$ cat src/cpuPkg.sv
package cpuPkg;

    localparam int dataWidth = 32;
    localparam int regIndexWidth = 5;
    localparam int multSteps = 32;

    typedef enum logic [5:0] {
        RTYPE = 6'b000000,
        JUMP  = 6'b000010,
        ADDI  = 6'b001000,
        ADDIU = 6'b001001
    } opcodeT;

    typedef enum logic [5:0] {
        ADD  = 6'b100000,
        SUB  = 6'b100010,
        AND  = 6'b100100,
        JR   = 6'b001000,
        MFHI = 6'b010000,
        MFLO = 6'b010010,
        MULT = 6'b011000
    } functT;

    typedef enum logic [2:0] {
        FETCH,
        DECODE,
        EXECUTE,
        ALUWRITE,
        IMMWRITE,
        MULTBUSY,
        WAITSTATE
    } cpuStateT;

    typedef enum logic [1:0] {aluPass, aluAdd, aluSub, aluAnd} aluOpT;
    typedef enum logic [1:0] {srcBReg, srcBFour, srcBImm} srcBT;
    typedef enum logic [1:0] {pcIncrement, pcJump, pcRegA} pcSourceT;
    typedef enum logic [1:0] {writeAluOut, writeHi, writeLo} writeSourceT;

    typedef struct packed {
        logic        pcWrite;
        logic        irWrite;
        pcSourceT    pcSource;
        aluOpT       aluOp;
        logic        srcA;
        srcBT        srcB;
        logic        aluOutWrite;
        logic        operandWrite;
        logic        regWrite;
        logic        destIsRd;
        writeSourceT writeSource;
        logic        multStart;
    } ctrlWordT;

    localparam ctrlWordT ctrlIdle = '{
        pcWrite:      1'b0,
        irWrite:      1'b0,
        pcSource:     pcIncrement,
        aluOp:        aluPass,
        srcA:         1'b0,
        srcB:         srcBReg,
        aluOutWrite:  1'b0,
        operandWrite: 1'b0,
        regWrite:     1'b0,
        destIsRd:     1'b0,
        writeSource:  writeAluOut,
        multStart:    1'b0
    };

    typedef struct packed {
        logic                 cyc;
        logic                 stb;
        logic [dataWidth-1:0] adr;
    } wbReqT;

    typedef struct packed {
        logic                 ack;
        logic [dataWidth-1:0] dat;
    } wbRspT;

    typedef struct packed {
        logic                     valid;
        logic [regIndexWidth-1:0] index;
        logic [dataWidth-1:0]     value;
    } writeBackT;

    typedef struct packed {
        opcodeT                   opcode;
        logic [regIndexWidth-1:0] rs;
        logic [regIndexWidth-1:0] rt;
        logic [regIndexWidth-1:0] rd;
        logic [4:0]               shamt;
        functT                    funct;
    } instrT;

endpackage

$ cat src/controlFsm.sv
`timescale 1ns/1ps

module controlFsm (
    input  logic             clock,
    input  logic             rst,
    input  cpuPkg::opcodeT   opcode,
    input  cpuPkg::functT    funct,
    input  logic             fetchDone,
    input  logic             aluOverflow,
    input  logic             multLast,
    output cpuPkg::ctrlWordT ctrl,
    output logic             multBusy,
    output cpuPkg::cpuStateT state
);
    import cpuPkg::*;

    cpuStateT nextState;

    always_ff @(posedge clock) begin
        if (rst) begin
            state <= FETCH;
        end else begin
            state <= nextState;
        end
    end

    assign multBusy = (state == MULTBUSY);

    always_comb begin
        ctrl = ctrlIdle;
        nextState = state;
        case (state)
            FETCH: begin
                // PC+4 goes through the ALU while the bus cycle runs
                ctrl.aluOp = aluAdd;
                ctrl.srcB = srcBFour;
                if (fetchDone) begin
                    ctrl.pcWrite = 1'b1;
                    ctrl.irWrite = 1'b1;
                    nextState = DECODE;
                end
            end
            DECODE: begin
                ctrl.operandWrite = 1'b1;
                nextState = EXECUTE;
            end
            EXECUTE: begin
                nextState = WAITSTATE;
                case (opcode)
                    RTYPE: begin
                        case (funct)
                            ADD, SUB, AND: begin
                                ctrl.srcA = 1'b1;
                                ctrl.srcB = srcBReg;
                                ctrl.aluOutWrite = 1'b1;
                                nextState = ALUWRITE;
                                case (funct)
                                    ADD: ctrl.aluOp = aluAdd;
                                    SUB: ctrl.aluOp = aluSub;
                                    default: ctrl.aluOp = aluAnd;
                                endcase
                            end
                            JR: begin
                                ctrl.pcWrite = 1'b1;
                                ctrl.pcSource = pcRegA;
                            end
                            MFHI, MFLO: begin
                                ctrl.regWrite = 1'b1;
                                ctrl.destIsRd = 1'b1;
                                ctrl.writeSource = (funct == MFHI) ? writeHi : writeLo;
                            end
                            MULT: begin
                                ctrl.multStart = 1'b1;
                                nextState = MULTBUSY;
                            end
                            default: nextState = WAITSTATE;
                        endcase
                    end
                    JUMP: begin
                        ctrl.pcWrite = 1'b1;
                        ctrl.pcSource = pcJump;
                    end
                    ADDI, ADDIU: begin
                        ctrl.aluOp = aluAdd;
                        ctrl.srcA = 1'b1;
                        ctrl.srcB = srcBImm;
                        ctrl.aluOutWrite = 1'b1;
                        nextState = IMMWRITE;
                    end
                    default: nextState = WAITSTATE;
                endcase
            end
            ALUWRITE: begin
                // Overflow drops the write and the PC already points past it
                if (!aluOverflow) begin
                    ctrl.regWrite = 1'b1;
                    ctrl.destIsRd = 1'b1;
                    ctrl.writeSource = writeAluOut;
                end
                nextState = WAITSTATE;
            end
            IMMWRITE: begin
                ctrl.regWrite = 1'b1;
                ctrl.destIsRd = 1'b0;
                ctrl.writeSource = writeAluOut;
                nextState = WAITSTATE;
            end
            MULTBUSY: begin
                if (multLast) begin
                    nextState = WAITSTATE;
                end
            end
            WAITSTATE: nextState = FETCH;
            default: nextState = FETCH;
        endcase
    end

    // Register and PC updates only meet in the execute step
    assert property (@(posedge clock) disable iff (rst)
        (state != EXECUTE) |-> !(ctrl.regWrite && ctrl.pcWrite));

endmodule

$ cat src/multCounter.sv
`timescale 1ns/1ps

module multCounter #(
    parameter int STEPS = 32
) (
    input  logic clock,
    input  logic rst,
    input  logic multStart,
    input  logic multBusy,
    output logic multLast
);
    localparam int CountWidth = $clog2(STEPS);

    logic [CountWidth-1:0] count;

    always_ff @(posedge clock) begin
        if (rst) begin
            count <= '0;
        end else if (multStart) begin
            count <= CountWidth'(STEPS - 1);
        end else if (multBusy && count != '0) begin
            count <= count - 1'b1;
        end
    end

    assign multLast = multBusy && (count == '0);

    // A new multiply must wait for the previous one to finish
    assert property (@(posedge clock) disable iff (rst) multStart |-> !multBusy);

endmodule

$ cat src/shiftMultiplier.sv
`timescale 1ns/1ps

module shiftMultiplier #(
    parameter int WIDTH = 32
) (
    input  logic             clock,
    input  logic             rst,
    input  logic             multStart,
    input  logic             multBusy,
    input  logic [WIDTH-1:0] multiplicand,
    input  logic [WIDTH-1:0] multiplier,
    output logic [WIDTH-1:0] hi,
    output logic [WIDTH-1:0] lo
);
    // Upper half collects partial sums, lower half shifts the multiplier out
    logic [2*WIDTH-1:0] acc;
    logic [WIDTH-1:0]   mcand;
    logic [WIDTH:0]     partial;

    always_comb begin
        partial = {1'b0, acc[2*WIDTH-1:WIDTH]};
        if (acc[0]) begin
            partial = partial + {1'b0, mcand};
        end
    end

    always_ff @(posedge clock) begin
        if (multStart) begin
            mcand <= multiplicand;
        end
    end

    always_ff @(posedge clock) begin
        if (rst) begin
            acc <= '0;
        end else if (multStart) begin
            acc <= {{WIDTH{1'b0}}, multiplier};
        end else if (multBusy) begin
            // Carry out lands in the top bit after the shift
            acc <= {partial, acc[WIDTH-1:1]};
        end
    end

    assign hi = acc[2*WIDTH-1:WIDTH];
    assign lo = acc[WIDTH-1:0];

endmodule

$ cat src/aluUnit.sv
`timescale 1ns/1ps

module aluUnit #(
    parameter int WIDTH = 32
) (
    input  logic             clock,
    input  logic             rst,
    input  cpuPkg::ctrlWordT ctrl,
    input  logic [WIDTH-1:0] pc,
    input  logic [WIDTH-1:0] regA,
    input  logic [WIDTH-1:0] regB,
    input  logic [WIDTH-1:0] immediate,
    output logic [WIDTH-1:0] aluResult,
    output logic [WIDTH-1:0] aluOut,
    output logic             aluOverflow
);
    import cpuPkg::*;

    logic [WIDTH-1:0] opA;
    logic [WIDTH-1:0] opB;
    logic             signedOvf;

    always_comb begin
        opA = ctrl.srcA ? regA : pc;
        case (ctrl.srcB)
            srcBFour: opB = WIDTH'(4);
            srcBImm:  opB = immediate;
            default:  opB = regB;
        endcase
    end

    always_comb begin
        signedOvf = 1'b0;
        case (ctrl.aluOp)
            aluAdd: begin
                aluResult = opA + opB;
                signedOvf = (opA[WIDTH-1] == opB[WIDTH-1]) &&
                            (aluResult[WIDTH-1] != opA[WIDTH-1]);
            end
            aluSub: begin
                aluResult = opA - opB;
                signedOvf = (opA[WIDTH-1] != opB[WIDTH-1]) &&
                            (aluResult[WIDTH-1] != opA[WIDTH-1]);
            end
            aluAnd:  aluResult = opA & opB;
            default: aluResult = opA;
        endcase
    end

    always_ff @(posedge clock) begin
        if (ctrl.aluOutWrite) begin
            aluOut <= aluResult;
        end
    end

    // Only register-register ops trap, so the flag is a one-cycle pulse
    always_ff @(posedge clock) begin
        if (rst) begin
            aluOverflow <= 1'b0;
        end else begin
            aluOverflow <= ctrl.aluOutWrite && (ctrl.srcB == srcBReg) && signedOvf;
        end
    end

endmodule

$ cat src/regFile.sv
`timescale 1ns/1ps

module regFile #(
    parameter int WIDTH = 32
) (
    input  logic              clock,
    input  logic              rst,
    input  cpuPkg::ctrlWordT  ctrl,
    input  cpuPkg::instrT     instr,
    input  logic [WIDTH-1:0]  aluOut,
    input  logic [WIDTH-1:0]  hi,
    input  logic [WIDTH-1:0]  lo,
    output logic [WIDTH-1:0]  regA,
    output logic [WIDTH-1:0]  regB,
    output cpuPkg::writeBackT writeBack
);
    import cpuPkg::*;

    logic [WIDTH-1:0] regs [2**regIndexWidth];
    logic [WIDTH-1:0] writeValue;

    always_comb begin
        case (ctrl.writeSource)
            writeHi: writeValue = hi;
            writeLo: writeValue = lo;
            default: writeValue = aluOut;
        endcase
        writeBack.valid = ctrl.regWrite;
        writeBack.index = ctrl.destIsRd ? instr.rd : instr.rt;
        writeBack.value = writeValue;
    end

    // Register zero is never stored
    always_ff @(posedge clock) begin
        if (writeBack.valid && writeBack.index != '0) begin
            regs[writeBack.index] <= writeBack.value;
        end
    end

    always_ff @(posedge clock) begin
        if (rst) begin
            regA <= '0;
            regB <= '0;
        end else if (ctrl.operandWrite) begin
            regA <= (instr.rs == '0) ? '0 : regs[instr.rs];
            regB <= (instr.rt == '0) ? '0 : regs[instr.rt];
        end
    end

endmodule

$ cat src/fetchUnit.sv
`timescale 1ns/1ps

module fetchUnit (
    input  logic                          clock,
    input  logic                          rst,
    input  cpuPkg::ctrlWordT              ctrl,
    input  cpuPkg::cpuStateT              state,
    input  logic [cpuPkg::dataWidth-1:0]  aluResult,
    input  logic [cpuPkg::dataWidth-1:0]  regA,
    input  cpuPkg::wbRspT                 wbRsp,
    output cpuPkg::wbReqT                 wbReq,
    output cpuPkg::instrT                 instr,
    output logic [cpuPkg::dataWidth-1:0]  pc,
    output logic                          fetchDone
);
    import cpuPkg::*;

    logic                 reqActive;
    logic [dataWidth-1:0] jumpTarget;

    // Raised from WAITSTATE so the request is up in the first FETCH cycle
    always_ff @(posedge clock) begin
        if (rst) begin
            reqActive <= 1'b0;
        end else if (reqActive && wbRsp.ack) begin
            reqActive <= 1'b0;
        end else if (state == FETCH || state == WAITSTATE) begin
            reqActive <= 1'b1;
        end
    end

    assign wbReq.cyc = reqActive;
    assign wbReq.stb = reqActive;
    assign wbReq.adr = pc;
    assign fetchDone = reqActive && wbRsp.ack;

    always_ff @(posedge clock) begin
        if (ctrl.irWrite) begin
            instr <= instrT'(wbRsp.dat);
        end
    end

    // PC already holds PC+4 by the time a jump executes
    assign jumpTarget = {pc[dataWidth-1:dataWidth-4], instr.rs, instr.rt, instr.rd,
                         instr.shamt, instr.funct, 2'b00};

    always_ff @(posedge clock) begin
        if (rst) begin
            pc <= '0;
        end else if (ctrl.pcWrite) begin
            case (ctrl.pcSource)
                pcJump:  pc <= jumpTarget;
                pcRegA:  pc <= regA;
                default: pc <= aluResult;
            endcase
        end
    end

    // A new strobe only starts with cyc and only for an instruction fetch
    assert property (@(posedge clock) disable iff (rst)
        $rose(wbReq.stb) |-> wbReq.cyc && (state == FETCH));

endmodule

$ cat src/mipsCore.sv
`timescale 1ns/1ps

module mipsCore (
    input  logic              clock,
    input  logic              rst,
    input  cpuPkg::wbRspT     wbRsp,
    output cpuPkg::wbReqT     wbReq,
    output cpuPkg::writeBackT writeBack,
    output logic              overflow
);
    import cpuPkg::*;

    ctrlWordT             ctrl;
    cpuStateT             state;
    instrT                instr;
    logic                 fetchDone;
    logic                 aluOverflow;
    logic                 multLast;
    logic                 multBusy;
    logic [dataWidth-1:0] pc;
    logic [dataWidth-1:0] regA;
    logic [dataWidth-1:0] regB;
    logic [dataWidth-1:0] aluResult;
    logic [dataWidth-1:0] aluOut;
    logic [dataWidth-1:0] hi;
    logic [dataWidth-1:0] lo;
    logic [dataWidth-1:0] immediate;

    // Sign-extended low half of the instruction
    assign immediate = {{(dataWidth-16){instr[15]}}, instr[15:0]};
    assign overflow = aluOverflow;

    controlFsm controlFsm_i (
        .clock(clock), .rst(rst), .opcode(instr.opcode), .funct(instr.funct),
        .fetchDone(fetchDone), .aluOverflow(aluOverflow), .multLast(multLast),
        .ctrl(ctrl), .multBusy(multBusy), .state(state)
    );

    multCounter #(.STEPS(multSteps)) multCounter_i (
        .clock(clock), .rst(rst), .multStart(ctrl.multStart), .multBusy(multBusy),
        .multLast(multLast)
    );

    shiftMultiplier #(.WIDTH(dataWidth)) shiftMultiplier_i (
        .clock(clock), .rst(rst), .multStart(ctrl.multStart), .multBusy(multBusy),
        .multiplicand(regA), .multiplier(regB), .hi(hi), .lo(lo)
    );

    aluUnit #(.WIDTH(dataWidth)) aluUnit_i (
        .clock(clock), .rst(rst), .ctrl(ctrl), .pc(pc), .regA(regA), .regB(regB),
        .immediate(immediate), .aluResult(aluResult), .aluOut(aluOut),
        .aluOverflow(aluOverflow)
    );

    regFile #(.WIDTH(dataWidth)) regFile_i (
        .clock(clock), .rst(rst), .ctrl(ctrl), .instr(instr), .aluOut(aluOut),
        .hi(hi), .lo(lo), .regA(regA), .regB(regB), .writeBack(writeBack)
    );

    fetchUnit fetchUnit_i (
        .clock(clock), .rst(rst), .ctrl(ctrl), .state(state), .aluResult(aluResult),
        .regA(regA), .wbRsp(wbRsp), .wbReq(wbReq), .instr(instr), .pc(pc),
        .fetchDone(fetchDone)
    );

endmodule

$ cat config.mk
export PLATFORM = sky130hd
export DESIGN_NAME = mipsCore
export DESIGN_NICKNAME = d
export VERILOG_FILES = /design/src/cpuPkg.sv /design/src/controlFsm.sv /design/src/multCounter.sv /design/src/shiftMultiplier.sv /design/src/aluUnit.sv /design/src/regFile.sv /design/src/fetchUnit.sv /design/src/mipsCore.sv
export SDC_FILE = /design/constraint.sdc
export NUM_CORES = 2
export LEC_CHECK = 0
export BUFFER_PORTS_ARGS = -buffer_cell sky130_fd_sc_hd__buf_2
export CAP_MARGIN = 15
export CORE_MARGIN = 2
export CORE_UTILIZATION = 45
export DETAILED_ROUTE_END_ITERATION = 7
export GPL_ROUTABILITY_DRIVEN = 0
export PLACE_DENSITY = 0.56
export SLEW_MARGIN = 20
export SYNTH_ARGS = -nofsm -noshare
export SYNTH_HDL_FRONTEND = slang
export SYNTH_SLANG_ARGS = --single-unit
$ cat constraint.sdc
create_clock -name clock -period 6.9 [get_ports clock]
set_input_delay 1.035 -clock clock [delete_from_list [all_inputs] [get_ports clock]]
set_output_delay 1.035 -clock clock [all_outputs]
set_load 0.02 [all_outputs]
==> metrics.md <==
| Metric | Value |
|---|---|
| Cell count after placement | 5981 |
| Clock sinks | 1300 |
| Total CTS buffers | 143 |
| Final nets | 4376 |
| Io pins | 108 |
| Final Setup Violations | 0 |
| Reg2Reg Launch Point | fetchUnit_i.instr[4] |
| Die Ht | 383 µm |
| Clock Skews | 0.0272 ns |
| Worst Setup SP | fetchUnit_i.instr[4] |
| Routed len/inst | 33.0 µm |
| Hold_ws | 0.445 ns |
| Vias | 40800 |
| Worst-case clock buffer depth | 3 |
| I/O Buffers | 107 |
| Area of the core | 143000 µm² |
| Fraction of registers with async set or reset after synthesis | 0 |
| Tcrit/Tclk final | 0.864 |
| DRT iter0 DRCs | 4635 |
| Most used DFF post-synth | edfxtp_1 |
| Avg Vias per Cell | 6.54 |
| Final hold violation count | 0 |
| Crit end category | register |
| Fill cells | 11800 |
| CTS tree | yes |
| Final core utilization | 0.509 |
| Setup tns final | 0 ns |
| Number of global-route vias before repair | 39700 |
| Min Tclk post-route | 5.96 ns |
| Placed cell areas | 68200 µm² |
| Overall Power | 25.5 mW |
| Cell area after layout | 72900 µm² |
| Synth top area cells | edfxtp_1, mux4_2, dfxtp_1 |
| Setup CP Type | register to register |
| Synth warnings | 0 |
| Min setup slack post-route | 0.937 ns |
| Clk root buf | clkbuf_16 |
| Worst VDD drop | 0.000213 V |
| Clock Pin Slew Worst Setup and Hold Paths | 0.06 ns |
| Yosys top cell area share | 0.520 |
| Global-route wire length before repair | 293 mm |
| Clk_lat worst skew | 0.78 ns |
| H-tree lvl count | 4 |
| Gr usage total | 0.280 |
| Worst Reg2Reg Path Length in Cells | 17 |
| Synth cell types | 92 |
| Most common cell after layout, fill and taps aside | edfxtp_1 |
| Mapped Cells | 4110 |
| Share of layout cells above drive strength 1 | 0.280 |
| Non-Filler Instances | 6243 |
| Largest net degree at the start of global routing | 119 |
| Area leader, netlist | edfxtp_1 |
| Power Dens Cells | 349 nW/µm² |
| Critical path capture point | fetchUnit_i.pc[25] |
| Worst Tran Pin Value | 1.04 ns |
| Die width | 383 µm |
| Routed Antenna Nets | 0 |
| Syn avg cell area | 15.7 µm² |
| Standby leakage power | 24.3 nW |
| Hold Crit Class | input pin to register |
| Initial antenna violation count | 6 |
| Ant diodes | 0 |
| Total Wirelength | 206 mm |
| Post-CTS setup buffers | 0 |
| Status | complete, no violations |
| EDFF count, synth | 1120 |
| Setup WS pre-CTS | 1.12 ns |
| Max Fclk | 0.168 GHz |
| Total gr overflow | 0 |
| Resize count post-CTS | 0 |
| DRT Pass-1 Iters | 5 |
| Slew headroom | 0.309 |
| RSZ-0062 raised after global routing | false |
| FP Rows | 139 |
| MaxCap Viol Count | 0 |
| CP startpoint kind | register |
| Most frequent cells in the layout | edfxtp_1, mux4_2, a21oi_1 |
| Seq/Total Area, Yosys | 0.575 |
| Critical path data required time | 7.57 ns |
| Hold_buf cts | 0 |
| Area of the multi-input gates | 26400 µm² |
| Final Max Tran Viols | 0 |
| Initial cell density of the core | 0.452 |
| WP data arrival | 6.63 ns |
| Worst R2R End | fetchUnit_i.pc[25] |
| Register area | 37300 µm² |
| Worst-path maximum fanout | 25 |
| Synth-to-layout area growth | 12.6% |
| Reg-to-reg setup timing slack | 0.94 ns |
| Yosys reg bits | 1300 |
| Die area | 147000 µm² |
| Remaining DRCs | 0 |
| Mapped Area | 64700 µm² |
| Detailed placer's ending HPWL | 128 mm |
[synthesized netlist by cell type, types with 11 or more instances]
cell type and count:
xor2_1 21, ha_1 115, o21ai_0 118, o21bai_1 11, a21oi_1 273, nand2b_1 21
or3_1 12, nor2_1 287, a221o_1 16, mux2i_1 119, nand3_1 30, a22o_1 14
clkbuf_1 207, a221oi_1 14, a22oi_1 77, a211oi_1 35, a31oi_1 17, mux4_2 640
dfxtp_1 180, nor3_1 46, o211ai_1 19, nor2b_1 20, nand2_1 178, mux2_2 20
and3_1 18, xnor2_1 48, buf_1 73, edfxtp_1 1120, a211o_1 11, nand4_1 13
a21o_1 49, inv_1 116
[worst min path at each step]
stage / from / endpoint / slack [ns] / depth (start not counted)
floorplan: regFile_i.regA[0] / shiftMultiplier_i.mcand[0] / 0.44 / 0
CTS: wbRsp[6] / fetchUnit_i.instr[6] / 0.40 / 1
detailed placement: shiftMultiplier_i.acc[14] / shiftMultiplier_i.acc[14] / 0.47 / 2
finish: wbRsp[6] / fetchUnit_i.instr[6] / 0.44 / 1
global placement: shiftMultiplier_i.acc[25] / shiftMultiplier_i.acc[25] / 0.46 / 2
global route: wbRsp[6] / fetchUnit_i.instr[6] / 0.41 / 1
[critical path, stage by stage (launching register included)]
cell and delay, ns:
edfxtp_1 0.50, nor4b_1 0.56, a31oi_1 0.22, nor4_4 0.56, buf_4 0.50, mux2i_1 0.32, inv_1 0.10, ha_1 0.56
inv_1 0.16, a21oi_1 0.23, o31ai_1 0.19, nor4_1 0.51, o21ai_1 0.26, a2111oi_0 0.47, o31a_1 0.21, a41o_1 0.09
nor2_1 0.06, o41ai_1 0.34
[logic make-up (layout without fill, tap and decap cells)]
logic type,after synthesis,after routing,share of synthesized area
muxes,779,779,0.245
adders and majority gates,118,118,0.0232
other,1,32,0.0000579
and+or+nand+nor,673,673,0.0473
xor gates and xnor gates,69,69,0.00934
AOI/OAI and AO/OA,753,753,0.0753
DFF,1300,1300,0.575
buffers and inverters,417,616,0.0249
[state kept, by name, summed over array words and instances, names as in the netlist, named ones only]
signal / flops
aluUnit_i.aluOut: 32
multCounter_i.count: 5
fetchUnit_i.instr: 32
fetchUnit_i.reqActive: 1
regFile_i.regA: 32
fetchUnit_i.pc: 32
regFile_i.regs: 1024
regFile_i.regB: 32
aluUnit_i.aluOverflow: 1
shiftMultiplier_i.mcand: 32
shiftMultiplier_i.acc: 64
controlFsm_i.state: 3
[power by group]
group,internal (mW),total [mW],switching (mW)
Sequential,8.78,9.48,0.700
Clock,4.45,7.67,3.22
Combinational,3.74,8.31,4.57
Total,17.0,25.5,8.49
[metal layers]
metal	GRT usage	routed length (µm)	vias up
met5	0	0	-
li1	-	-	17000
met2	0.446	98400	1864
met1	0.401	85900	21700
met4	0.0864	6260	0
met3	0.0399	15600	306
[final cells by class]
cell class	instances	share of cell area
multi-input cells	2424	0.362
inverters	119	0.00613
flip-flops and latches	1300	0.512
repair buffers	235	0.0230
well taps	1903	0.0327
clock inverters	87	0.0118
clock buffers	175	0.0525
Note: power is estimated with default switching activity, not from simulation.
